**src/rtl/pma_pkg.sv**
```systemverilog
package pma_pkg;

  // Widths with a meaning of their own
  typedef logic [31:0] addr_t;
  typedef logic [1:0]  region_idx_t;
  typedef logic [3:0]  region_mask_t;
  typedef logic [15:0] count_t;

  localparam int unsigned PMA_NUM_REGIONS = 4;

  // Inclusive address ranges where index 0 has the highest priority
  localparam addr_t PMA_REGION_BASE [PMA_NUM_REGIONS] = '{
    32'h0000_0000,
    32'h0000_8000,
    32'h1000_0000,
    32'h2000_0000
  };

  localparam addr_t PMA_REGION_LAST [PMA_NUM_REGIONS] = '{
    32'h0000_FFFF,
    32'h0001_7FFF,
    32'h1000_0FFF,
    32'h2FFF_FFFF
  };

  // Attribute masks with bit n for region n
  // Region 1 overlaps the upper half of region 0
  localparam region_mask_t PMA_REGION_MAIN       = 4'b1001;
  localparam region_mask_t PMA_REGION_BUFFERABLE = 4'b1010;
  localparam region_mask_t PMA_REGION_CACHEABLE  = 4'b1001;

  // MPU transaction states
  typedef enum logic [1:0] {
    MPU_IDLE  = 2'd0,
    MPU_BUS   = 2'd1,
    MPU_FAULT = 2'd2,
    MPU_RESP  = 2'd3
  } mpu_state_e;

endpackage : pma_pkg

```
**src/rtl/pma_status_if.sv**
```systemverilog
`timescale 1ns/1ps

interface pma_status_if import pma_pkg::*; ();

  logic         have_match;
  region_idx_t  match_idx;
  region_mask_t match_list;
  logic         main;
  logic         bufferable;
  logic         cacheable;

  // Lookup result of the region matcher
  modport matcher (
    output have_match, match_idx, match_list, main, bufferable, cacheable
  );

  modport mpu (
    input have_match, main, bufferable, cacheable
  );

  modport monitor (
    input have_match, match_idx, match_list, main, bufferable, cacheable
  );

endinterface : pma_status_if

```
**src/rtl/pma_event_if.sv**
```systemverilog
`timescale 1ns/1ps

interface pma_event_if ();

  // Flags are only valid while accept is high
  logic accept;
  logic fault;
  logic misaligned;
  logic instr;

  modport source (
    output accept, fault, misaligned, instr
  );

  modport sink (
    input accept, fault, misaligned, instr
  );

endinterface : pma_event_if

```
**src/rtl/pma_region_match.sv**
```systemverilog
`timescale 1ns/1ps

module pma_region_match import pma_pkg::*; (
  input  addr_t                addr_i,
  pma_status_if.matcher        status
);

  region_mask_t match_list;
  region_idx_t  match_idx;
  logic         have_match;

  // Compare the address against every region range
  always_comb begin
    match_list = '0;
    for (int i = 0; i < PMA_NUM_REGIONS; i++) begin
      match_list[i] = (addr_i >= PMA_REGION_BASE[i]) &&
                      (addr_i <= PMA_REGION_LAST[i]);
    end
  end

  // Lowest set index wins, so scan downwards and let the last hit stick
  always_comb begin
    match_idx = '0;
    for (int i = PMA_NUM_REGIONS - 1; i >= 0; i--) begin
      if (match_list[i]) begin
        match_idx = region_idx_t'(i);
      end
    end
  end

  assign have_match = |match_list;

  assign status.match_list = match_list;
  assign status.match_idx  = match_idx;
  assign status.have_match = have_match;

  // Unmapped addresses fall back to I/O without any attributes
  always_comb begin
    if (have_match) begin
      status.main       = PMA_REGION_MAIN[status.match_idx];
      status.bufferable = PMA_REGION_BUFFERABLE[status.match_idx];
      status.cacheable  = PMA_REGION_CACHEABLE[status.match_idx];
    end else begin
      status.main       = 1'b0;
      status.bufferable = 1'b0;
      status.cacheable  = 1'b0;
    end
  end

endmodule : pma_region_match

```
**src/rtl/pma_mpu.sv**
```systemverilog
`timescale 1ns/1ps

module pma_mpu import pma_pkg::*; (
  input  logic          clk_ungated,
  input  logic          rst_n,

  // Request channel
  input  logic          req_valid_i,
  output logic          req_ready_o,
  input  addr_t         req_addr_i,
  input  logic          req_we_i,
  input  logic          req_instr_i,

  // Bus channel
  output logic          bus_valid_o,
  input  logic          bus_ready_i,
  output addr_t         bus_addr_o,
  output logic          bus_we_o,
  output logic          bus_bufferable_o,
  output logic          bus_cacheable_o,

  // Response channel
  output logic          rsp_valid_o,
  input  logic          rsp_ready_i,
  output logic          rsp_fault_o,

  pma_status_if.mpu     status,
  pma_event_if.source   events
);

  mpu_state_e state_q;
  mpu_state_e state_d;

  logic  accept;
  logic  misaligned;
  logic  is_io;
  logic  allow;
  logic  fault_q;
  addr_t addr_q;
  logic  we_q;
  logic  bufferable_q;
  logic  cacheable_q;

  assign req_ready_o = (state_q == MPU_IDLE);
  assign accept      = req_valid_i && req_ready_o;

  // Allow rule on the live request
  assign misaligned = |req_addr_i[1:0];
  assign is_io      = !status.have_match || !status.main;
  assign allow      = !(is_io && (req_instr_i || misaligned));

  always_comb begin
    state_d = state_q;
    case (state_q)
      MPU_IDLE: begin
        if (accept) begin
          state_d = allow ? MPU_BUS : MPU_FAULT;
        end
      end
      MPU_BUS: begin
        if (bus_ready_i) begin
          state_d = MPU_RESP;
        end
      end
      MPU_FAULT: state_d = MPU_RESP;
      MPU_RESP: begin
        if (rsp_ready_i) begin
          state_d = MPU_IDLE;
        end
      end
      default: state_d = MPU_IDLE;
    endcase
  end

  always_ff @(posedge clk_ungated or negedge rst_n) begin
    if (!rst_n) begin
      state_q <= MPU_IDLE;
      fault_q <= 1'b0;
    end else begin
      state_q <= state_d;
      if (accept) begin
        fault_q <= !allow;
      end
    end
  end

  // Payload held for the whole transaction
  always_ff @(posedge clk_ungated) begin
    if (accept) begin
      addr_q       <= req_addr_i;
      we_q         <= req_we_i;
      bufferable_q <= status.bufferable;
      cacheable_q  <= status.cacheable;
    end
  end

  assign bus_valid_o      = (state_q == MPU_BUS);
  assign bus_addr_o       = addr_q;
  assign bus_we_o         = we_q;
  assign bus_bufferable_o = bufferable_q;
  assign bus_cacheable_o  = cacheable_q;

  assign rsp_valid_o = (state_q == MPU_RESP);
  assign rsp_fault_o = fault_q;

  // Event strobes for the counters
  assign events.accept     = accept;
  assign events.fault      = !allow;
  assign events.misaligned = misaligned;
  assign events.instr      = req_instr_i;

endmodule : pma_mpu

```
**src/rtl/pma_event_counters.sv**
```systemverilog
`timescale 1ns/1ps

module pma_event_counters import pma_pkg::*; (
  input  logic          clk_ungated,
  input  logic          rst_n,

  pma_status_if.monitor status,
  pma_event_if.sink     events,

  output count_t        cnt_access_o,
  output count_t        cnt_fault_o,
  output count_t        cnt_multi_o,
  output count_t        cnt_misaligned_o
);

  count_t cnt_access_q;
  count_t cnt_fault_q;
  count_t cnt_multi_q;
  count_t cnt_misaligned_q;
  logic   multi_match;

  // Increment that sticks at the maximum
  function automatic count_t sat_inc(input count_t value, input logic hit);
    count_t result;
    result = value;
    if (hit && (value != '1)) begin
      result = value + count_t'(1);
    end
    return result;
  endfunction

  // Overlapping regions both report a match
  assign multi_match = ($countones(status.match_list) > 1);

  always_ff @(posedge clk_ungated or negedge rst_n) begin
    if (!rst_n) begin
      cnt_access_q     <= '0;
      cnt_fault_q      <= '0;
      cnt_multi_q      <= '0;
      cnt_misaligned_q <= '0;
    end else if (events.accept) begin
      cnt_access_q     <= sat_inc(cnt_access_q, 1'b1);
      cnt_fault_q      <= sat_inc(cnt_fault_q, events.fault);
      cnt_multi_q      <= sat_inc(cnt_multi_q, multi_match);
      cnt_misaligned_q <= sat_inc(cnt_misaligned_q, events.misaligned);
    end
  end

  assign cnt_access_o     = cnt_access_q;
  assign cnt_fault_o      = cnt_fault_q;
  assign cnt_multi_o      = cnt_multi_q;
  assign cnt_misaligned_o = cnt_misaligned_q;

endmodule : pma_event_counters

```
**src/rtl/pma_subsys_top.sv**
```systemverilog
`timescale 1ns/1ps

module pma_subsys_top import pma_pkg::*; (
  input  logic   clk_ungated,
  input  logic   rst_n,

  // Request channel
  input  logic   req_valid_i,
  output logic   req_ready_o,
  input  addr_t  req_addr_i,
  input  logic   req_we_i,
  input  logic   req_instr_i,

  // Bus channel
  output logic   bus_valid_o,
  input  logic   bus_ready_i,
  output addr_t  bus_addr_o,
  output logic   bus_we_o,
  output logic   bus_bufferable_o,
  output logic   bus_cacheable_o,

  // Response channel
  output logic   rsp_valid_o,
  input  logic   rsp_ready_i,
  output logic   rsp_fault_o,

  // Event counts
  output count_t cnt_access_o,
  output count_t cnt_fault_o,
  output count_t cnt_multi_o,
  output count_t cnt_misaligned_o
);

  pma_status_if status_if ();
  pma_event_if  event_if ();

  // Lookup runs on the live request address
  pma_region_match u_region_match (
    .addr_i (req_addr_i),
    .status (status_if.matcher)
  );

  pma_mpu u_mpu (
    .clk_ungated      (clk_ungated),
    .rst_n            (rst_n),
    .req_valid_i      (req_valid_i),
    .req_ready_o      (req_ready_o),
    .req_addr_i       (req_addr_i),
    .req_we_i         (req_we_i),
    .req_instr_i      (req_instr_i),
    .bus_valid_o      (bus_valid_o),
    .bus_ready_i      (bus_ready_i),
    .bus_addr_o       (bus_addr_o),
    .bus_we_o         (bus_we_o),
    .bus_bufferable_o (bus_bufferable_o),
    .bus_cacheable_o  (bus_cacheable_o),
    .rsp_valid_o      (rsp_valid_o),
    .rsp_ready_i      (rsp_ready_i),
    .rsp_fault_o      (rsp_fault_o),
    .status           (status_if.mpu),
    .events           (event_if.source)
  );

  pma_event_counters u_event_counters (
    .clk_ungated      (clk_ungated),
    .rst_n            (rst_n),
    .status           (status_if.monitor),
    .events           (event_if.sink),
    .cnt_access_o     (cnt_access_o),
    .cnt_fault_o      (cnt_fault_o),
    .cnt_multi_o      (cnt_multi_o),
    .cnt_misaligned_o (cnt_misaligned_o)
  );

endmodule : pma_subsys_top

```
**config.mk**
```make
export PLATFORM = sky130hd
export DESIGN_NAME = pma_subsys_top
export DESIGN_NICKNAME = d
export VERILOG_FILES = /design/src/rtl/pma_pkg.sv /design/src/rtl/pma_status_if.sv /design/src/rtl/pma_event_if.sv /design/src/rtl/pma_region_match.sv /design/src/rtl/pma_mpu.sv /design/src/rtl/pma_event_counters.sv /design/src/rtl/pma_subsys_top.sv
export SDC_FILE = /design/constraint.sdc
export NUM_CORES = 1
export LEC_CHECK = 0
export ABC_AREA = 1
export BUFFER_PORTS_ARGS = -buffer_cell sky130_fd_sc_hd__buf_2
export CORE_MARGIN = 4
export CORE_UTILIZATION = 40
export DETAILED_ROUTE_END_ITERATION = 10
export MAX_ROUTING_LAYER = met4
export PLACE_DENSITY = 0.65
export SLEW_MARGIN = 20
export SYNTH_ARGS = -nofsm -noshare
export SYNTH_HDL_FRONTEND = slang
export SYNTH_SLANG_ARGS = --single-unit
```
**constraint.sdc**
```tcl
create_clock -name clk_ungated -period 2.1 [get_ports clk_ungated]
set_input_delay 0.21 -clock clk_ungated [delete_from_list [all_inputs] [get_ports clk_ungated]]
set_output_delay 0.21 -clock clk_ungated [all_outputs]
set_load 0.01 [all_outputs]
```
After elaboration in Yosys (flattened, before gate mapping)
Cells that the tools add are included.
Widths: inputs -> output; s select.
{"block": "classes", "n_eq_ne": 10, "n_lt_le_gt_ge": 10, "n_addsub": 7, "reduce_logical": 21, "n_mux": 14}
{"operator": "$add 16x1->16 const B", "n": 4}
{"operator": "$ne 16x16->1 const B", "n": 4}
{"operator": "$add 32x32->32", "n": 1}
{"operator": "$ge 32x1->1 const B", "n": 1}
{"operator": "$ge 32x16->1 const B", "n": 1}
{"operator": "$ge 32x29->1 const B", "n": 1}
{"operator": "$ge 32x30->1 const B", "n": 1}
{"operator": "$gt 32x2->1 const B", "n": 1}
{"operator": "$le 32x16->1 const B", "n": 1}
{"operator": "$le 32x17->1 const B", "n": 1}
{"operator": "$le 32x29->1 const B", "n": 1}
{"operator": "$le 32x30->1 const B", "n": 1}
{"operator": "$mux 2", "n": 8}
{"operator": "$logic_and 1x1->1", "n": 9}
{"operator": "$pmux 2 s4", "n": 1}
{"operator": "$reduce_and 2->1", "n": 4}
{"operator": "$add 1x1->2", "n": 2}
{"operator": "$bmux 1 s2", "n": 2}
{"operator": "$eq 2x2->1 const B", "n": 2}
{"operator": "$ne 2x1->1 const B", "n": 2}
{"operator": "$reduce_or 4->1", "n": 1}
{"operator": "$lt 2x3->1 const B", "n": 1}
{"operator": "$mux 1", "n": 3}
{"operator": "$reduce_and 3->1", "n": 1}
{"operator": "6 further kinds", "n": 8}
{"block": "word_totals", "out_inout_bits": 103, "ff_bits": 102}

Logic depth before layout (Yosys ltp)
{"block": "depth", "ltp_word": 15, "depth_mapped": 16, "depth_no_buf": 16}

Cells and area by module
Synthesis repeated with hierarchy kept, for this count alone.
{"block": "unflattened", "cells_unflattened": 710, "area_unflattened_um2": 5517.8}
{"module": "pma_event_counters", "n_inst": 1, "seq_area_each_um2": 1601.5, "area_each_um2": 4027.6, "cells_per_inst": 594}
{"module": "pma_mpu", "n_inst": 1, "seq_area_each_um2": 1126.1, "area_each_um2": 1298.7, "cells_per_inst": 72}
{"module": "pma_region_match", "n_inst": 1, "seq_area_each_um2": 0.0, "area_each_um2": 191.4, "cells_per_inst": 44}

Worst setup path after synthesis
No wires, ideal clock.
{"block": "synth_timing", "kind": "input-to-reg", "from": "input port req_addr_i[31]", "to": "register u_event_counters.cnt_multi_q[5], in the netlist u_event_counters.cnt_multi_o[5]", "t_required_ps": 1977, "path_slack_ps": -270, "arrival_time_ps": 2247, "path_stages": 14, "path_cell_list": "nor2_2 nand2_1 nor2_2 nand3_2 nor2_1 ha_1 nand2_1 fa_1 a21oi_1 nand2_1 buf_4 nor3_1 nand3_1 xor2_1"}
{"block": "synth_via", "elab_chain_cells": 7, "word_cells_on_any_way": 18, "cone_classes": "add/sub (3); order compare (9); reduce/logical (6)"}
{"item": "from (decl)", "line_no": "pma_subsys_top.sv:10", "text": "input addr_t req_addr_i,"}
{"item": "$ge 32x1->1, or another cell as far along", "line_no": "pma_region_match.sv:16", "text": "match_list[i] = (addr_i >= PMA_REGION_BASE[i]) &&"}
{"item": "$logic_and 1x1->1", "line_no": "pma_region_match.sv:16"}
{"item": "$add 1x1->2 (not written as such)", "line_no": "pma_event_counters.sv:33", "text": "assign multi_match = ($countones(status.match_list) > 1);"}
{"item": "$add 32x32->32 (not written as such) *", "line_no": "pma_event_counters.sv:33"}
{"item": "$gt 32x2->1 *", "line_no": "pma_event_counters.sv:33"}
{"item": "$logic_and 1x1->1 *", "line_no": "pma_event_counters.sv:26", "text": "if (hit && (value != '1)) begin"}
{"item": "$reduce_and 2->1 (no line) *"}
{"item": "to (signal assigned)", "line_no": "pma_event_counters.sv:44", "text": "cnt_multi_q <= sat_inc(cnt_multi_q, multi_match);"}
{"item": "to (decl)", "line_no": "pma_event_counters.sv:18", "text": "count_t cnt_multi_q;"}
Every way passes the cells marked *; elsewhere a longest branch is shown, timed or not.
A chain may end at the register's enable or synchronous reset.

Worst setup path after layout
{"block": "layout_timing", "from": "input port req_addr_i[24]", "to": "register u_event_counters.cnt_multi_q[5], in the netlist u_event_counters.cnt_multi_o[5]"}
The elaborated chain is that of the path after synthesis.

==> results_dict.tcl <==
set metrics [dict create \
    outcome "completed" \
    period_share_pct 98.34 \
    finalMaxSlewViolations 0 \
    route.detailed.drc 0 \
    grt_pass1_vias 4060 \
    clockBufferDepth 2 \
    htreeDepth 3 \
    worst_clock_skew_ns 0.005592 \
    dieArea_mm2 0.01439 \
    place.gp.congestion 0.9094 \
    hpwl_um 8671 \
    clkSlewWorstSetupHoldPaths_ns 0.07 \
    ir_drop_v 0.0004168 \
    powerDensity_mw_per_mm2 865.4 \
    criticalPathCategory "in2reg" \
    slew_headroom_pct 74.47 \
    viasPerCell 4.737 \
    grt-ovfl-total 0 \
    cp.arrival_ns 2.30 \
    drt-total-wl_um 11580 \
    antenna_cells 0 \
    row_count 40 \
    syn_to_final_growth_pct 31.86 \
    insertion_delay_ns 0.34 \
    grt_max_degree 68 \
    synth-simple-area-share_pct 25.65 \
    die_x_um 120.0 \
    syn_area_mm2 0.005015 \
    finalPower_mw 5.722 \
    cap_violations 0 \
    ant_nets 0 \
    fin_util_pct 54.37 \
    cts-root-buf "clkbuf_16" \
    synth_mux_area_share_pct 0.4491 \
    initial_core_util_pct 41.23 \
    antenna_found_initial 0 \
    setup_violations 0 \
    die_y_um 120.0 \
    cts_buffers 9 \
    synthXorXnorAreaFrac_pct 9.955 \
    end_kind "register" \
    synth_area_per_cell_um2 9.552 \
    vias 4140 \
    cts_num_sinks 102 \
    fillCellCount 1101 \
    cts_tree "done" \
    portBuffers 141 \
    synthAdderAreaFrac_pct 3.144 \
    finalSetupTns_ns 0 \
    required_ns 2.33 \
    nNetsFinal 752 \
    hold_viol 0 \
    grt_setup_unrepaired "yes" \
    core_area_mm2 0.01216 \
    synth_compound_area_share_pct 1.447 \
    drt_first_pass_iters 5 \
    wl_per_cell_um 13.25 \
    syn-num-nets 576 \
    synth_warnings 0 \
    synth_top_family_by_area "simple AND/OR/NAND/NOR gates" \
    ios 142 \
    placed_cell_area_mm2 0.006156 \
    holdWs_ns 0.03450 \
    min_period_ns 2.065 \
    grt_pass1_wl_um 19340 \
    worst_pin_slew_ns 0.3794 \
    ys_seq_elements 102 \
    synth.distinct_cells 34 \
    startpoint_type "input port" \
    synthCells 525 \
    ys_seq_area_share_pct 54.39 \
    fin_area_mm2 0.006613 \
    drtIter0Drc 282 \
    critPathMaxFanout 6 \
    drive_above_1_share_pct 32.58 \
    leakagePower_nw 3.198 \
    grt_usage_pct 16.93 \
    fmax_mhz 484.2 \
    hp-class "in2reg" \
]
flip-flops by register name, indices dropped and copies added (netlist names):
signal                             count
u_event_counters.cnt_multi_o          16
u_mpu.bus_addr_o                      32
u_mpu.state_q                          2
u_mpu.bus_cacheable_o                  1
u_event_counters.cnt_access_o         16
u_mpu.rsp_fault_o                      1
u_mpu.bus_bufferable_o                 1
u_mpu.bus_we_o                         1
u_event_counters.cnt_fault_o          16
u_event_counters.cnt_misaligned_o     16
power breakdown:
part / internal (mW) / total (mW) / switching, mW
clock: 1.04 / 1.76 / 0.721
combinational: 0.535 / 1.36 / 0.829
sequential: 2.38 / 2.59 / 0.212
final cells by class:
cell class | count | area, µm² | area share, %
clock buffers | 10 | 229.0 | 3.463
repair buffers | 169 | 980.9 | 14.83
inverters | 57 | 222.7 | 3.368
flip-flops and latches | 102 | 2728 | 41.25
well taps | 168 | 210.2 | 3.179
clock inverters | 6 | 85.08 | 1.287
multi-input cells | 362 | 2157 | 32.62
worst paths after layout:
path	startpoint	to	slack [ns]	cells after the start
max in group asynchronous	rst_n	u_event_counters.cnt_misaligned_o[4]	1.38	3
max reg2reg	u_event_counters.cnt_fault_o[1]	u_event_counters.cnt_fault_o[9]	0.24	11
max	req_addr_i[24]	u_event_counters.cnt_multi_o[5]	0.03	15
min reg2reg	u_mpu.rsp_fault_o	u_mpu.rsp_fault_o	0.48	2
min in group asynchronous	rst_n	u_event_counters.cnt_access_o[2]	0.38	3
min	req_addr_i[10]	u_mpu.bus_addr_o[10]	0.03	1
routing by layer:
metal	up-vias	global-route usage, %	wire (µm)
met1	1956	21.20	5090
met2	127	27.61	5618
met3	14	3.110	704
met4	0	6.013	167
li1	2043	-	-
met5	-	-	0
through the flow:
stage,cells,setup slack [ns]
after floorplan,525,-0.1410
after global placement,854,-0.4843
after detailed placement,854,-0.5599
after CTS,873,-0.07081
after global routing,874,-0.1202
final,874,0.03478
placed cells by master, fill, tap and decap left out, types with 9 or more instances in the layout:
cell       count
nand4_1       14
xnor2_1       20
nor3_1        16
xor2_1        37
edfxtp_1      35
dfrtp_1       67
ha_1          11
nor2_1        47
nand2_1      134
buf_4         25
o21ai_0       12
buf_2        135
nand3_1       19
clkbuf_16      9
inv_1         51
cells by family (layout without fill, tap and decap cells):
| kind of cell | count (synthesis) | in the layout |
|---|---|---|
| compound gates | 14 | 14 |
| xor+xnor | 57 | 57 |
| buf+inv | 61 | 242 |
| flops | 102 | 102 |
| fa+ha+maj | 12 | 12 |
| mux | 2 | 2 |
| simple gates | 277 | 277 |
Yosys cell counts:
| master | count | area share [%] |
|---|---|---|
| nor3_1 | 17 | 1.7 |
| buf_6 | 1 | 0.22 |
| nand3_2 | 4 | 0.80 |
| xnor2_1 | 20 | 3.5 |
| inv_1 | 55 | 4.1 |
| clkinv_2 | 1 | 0.10 |
| xor2_1 | 37 | 6.5 |
| and3_2 | 1 | 0.15 |
| nor2_1 | 56 | 4.2 |
| buf_4 | 3 | 0.45 |
| nor2_4 | 1 | 0.22 |
| ha_1 | 11 | 2.7 |
| a21oi_1 | 1 | 0.10 |
| fa_1 | 1 | 0.40 |
| nand3_4 | 2 | 0.70 |
| or2_1 | 1 | 0.12 |
| nand3b_1 | 2 | 0.30 |
| nand4_1 | 14 | 1.7 |
| edfxtp_1 | 35 | 21 |
| dfrtp_1 | 67 | 33 |
| nand3_1 | 23 | 2.3 |
| nand2_2 | 5 | 0.62 |
| mux2_2 | 2 | 0.45 |
| o21a_1 | 1 | 0.15 |
| nor2_2 | 3 | 0.37 |
| nand4_2 | 1 | 0.25 |
| o21ai_0 | 12 | 1.2 |
| nor3_2 | 3 | 0.60 |
| nand2_1 | 137 | 10 |
| nor3b_2 | 1 | 0.25 |
| nor3b_1 | 1 | 0.15 |
| nand4_4 | 1 | 0.42 |
| nor4_1 | 4 | 0.50 |
| inv_2 | 1 | 0.075 |
worst max-delay path: stages:
cell     delay (ns)
buf_4          0.12
nor2_4         0.11
nand2_4        0.07
nor2_4         0.12
nand3_2        0.08
nor2_2         0.10
ha_1           0.23
nand2_1        0.08
fa_1           0.42
a21oi_2        0.16
nand2_1        0.08
buf_6          0.15
nor3_4         0.14
nand3_2        0.08
xor2_1         0.15
timing repair:
action                                 4_1_cts  5_1_grt
gates resized for setup                     11       20
setup endpoints to repair                   16       17
hold buffers                                 1        0
pin swaps                                    9        8
buffers inserted                             2        1
endpoints found under the hold margin       67        0
Power figures use the tool's default switching activity.
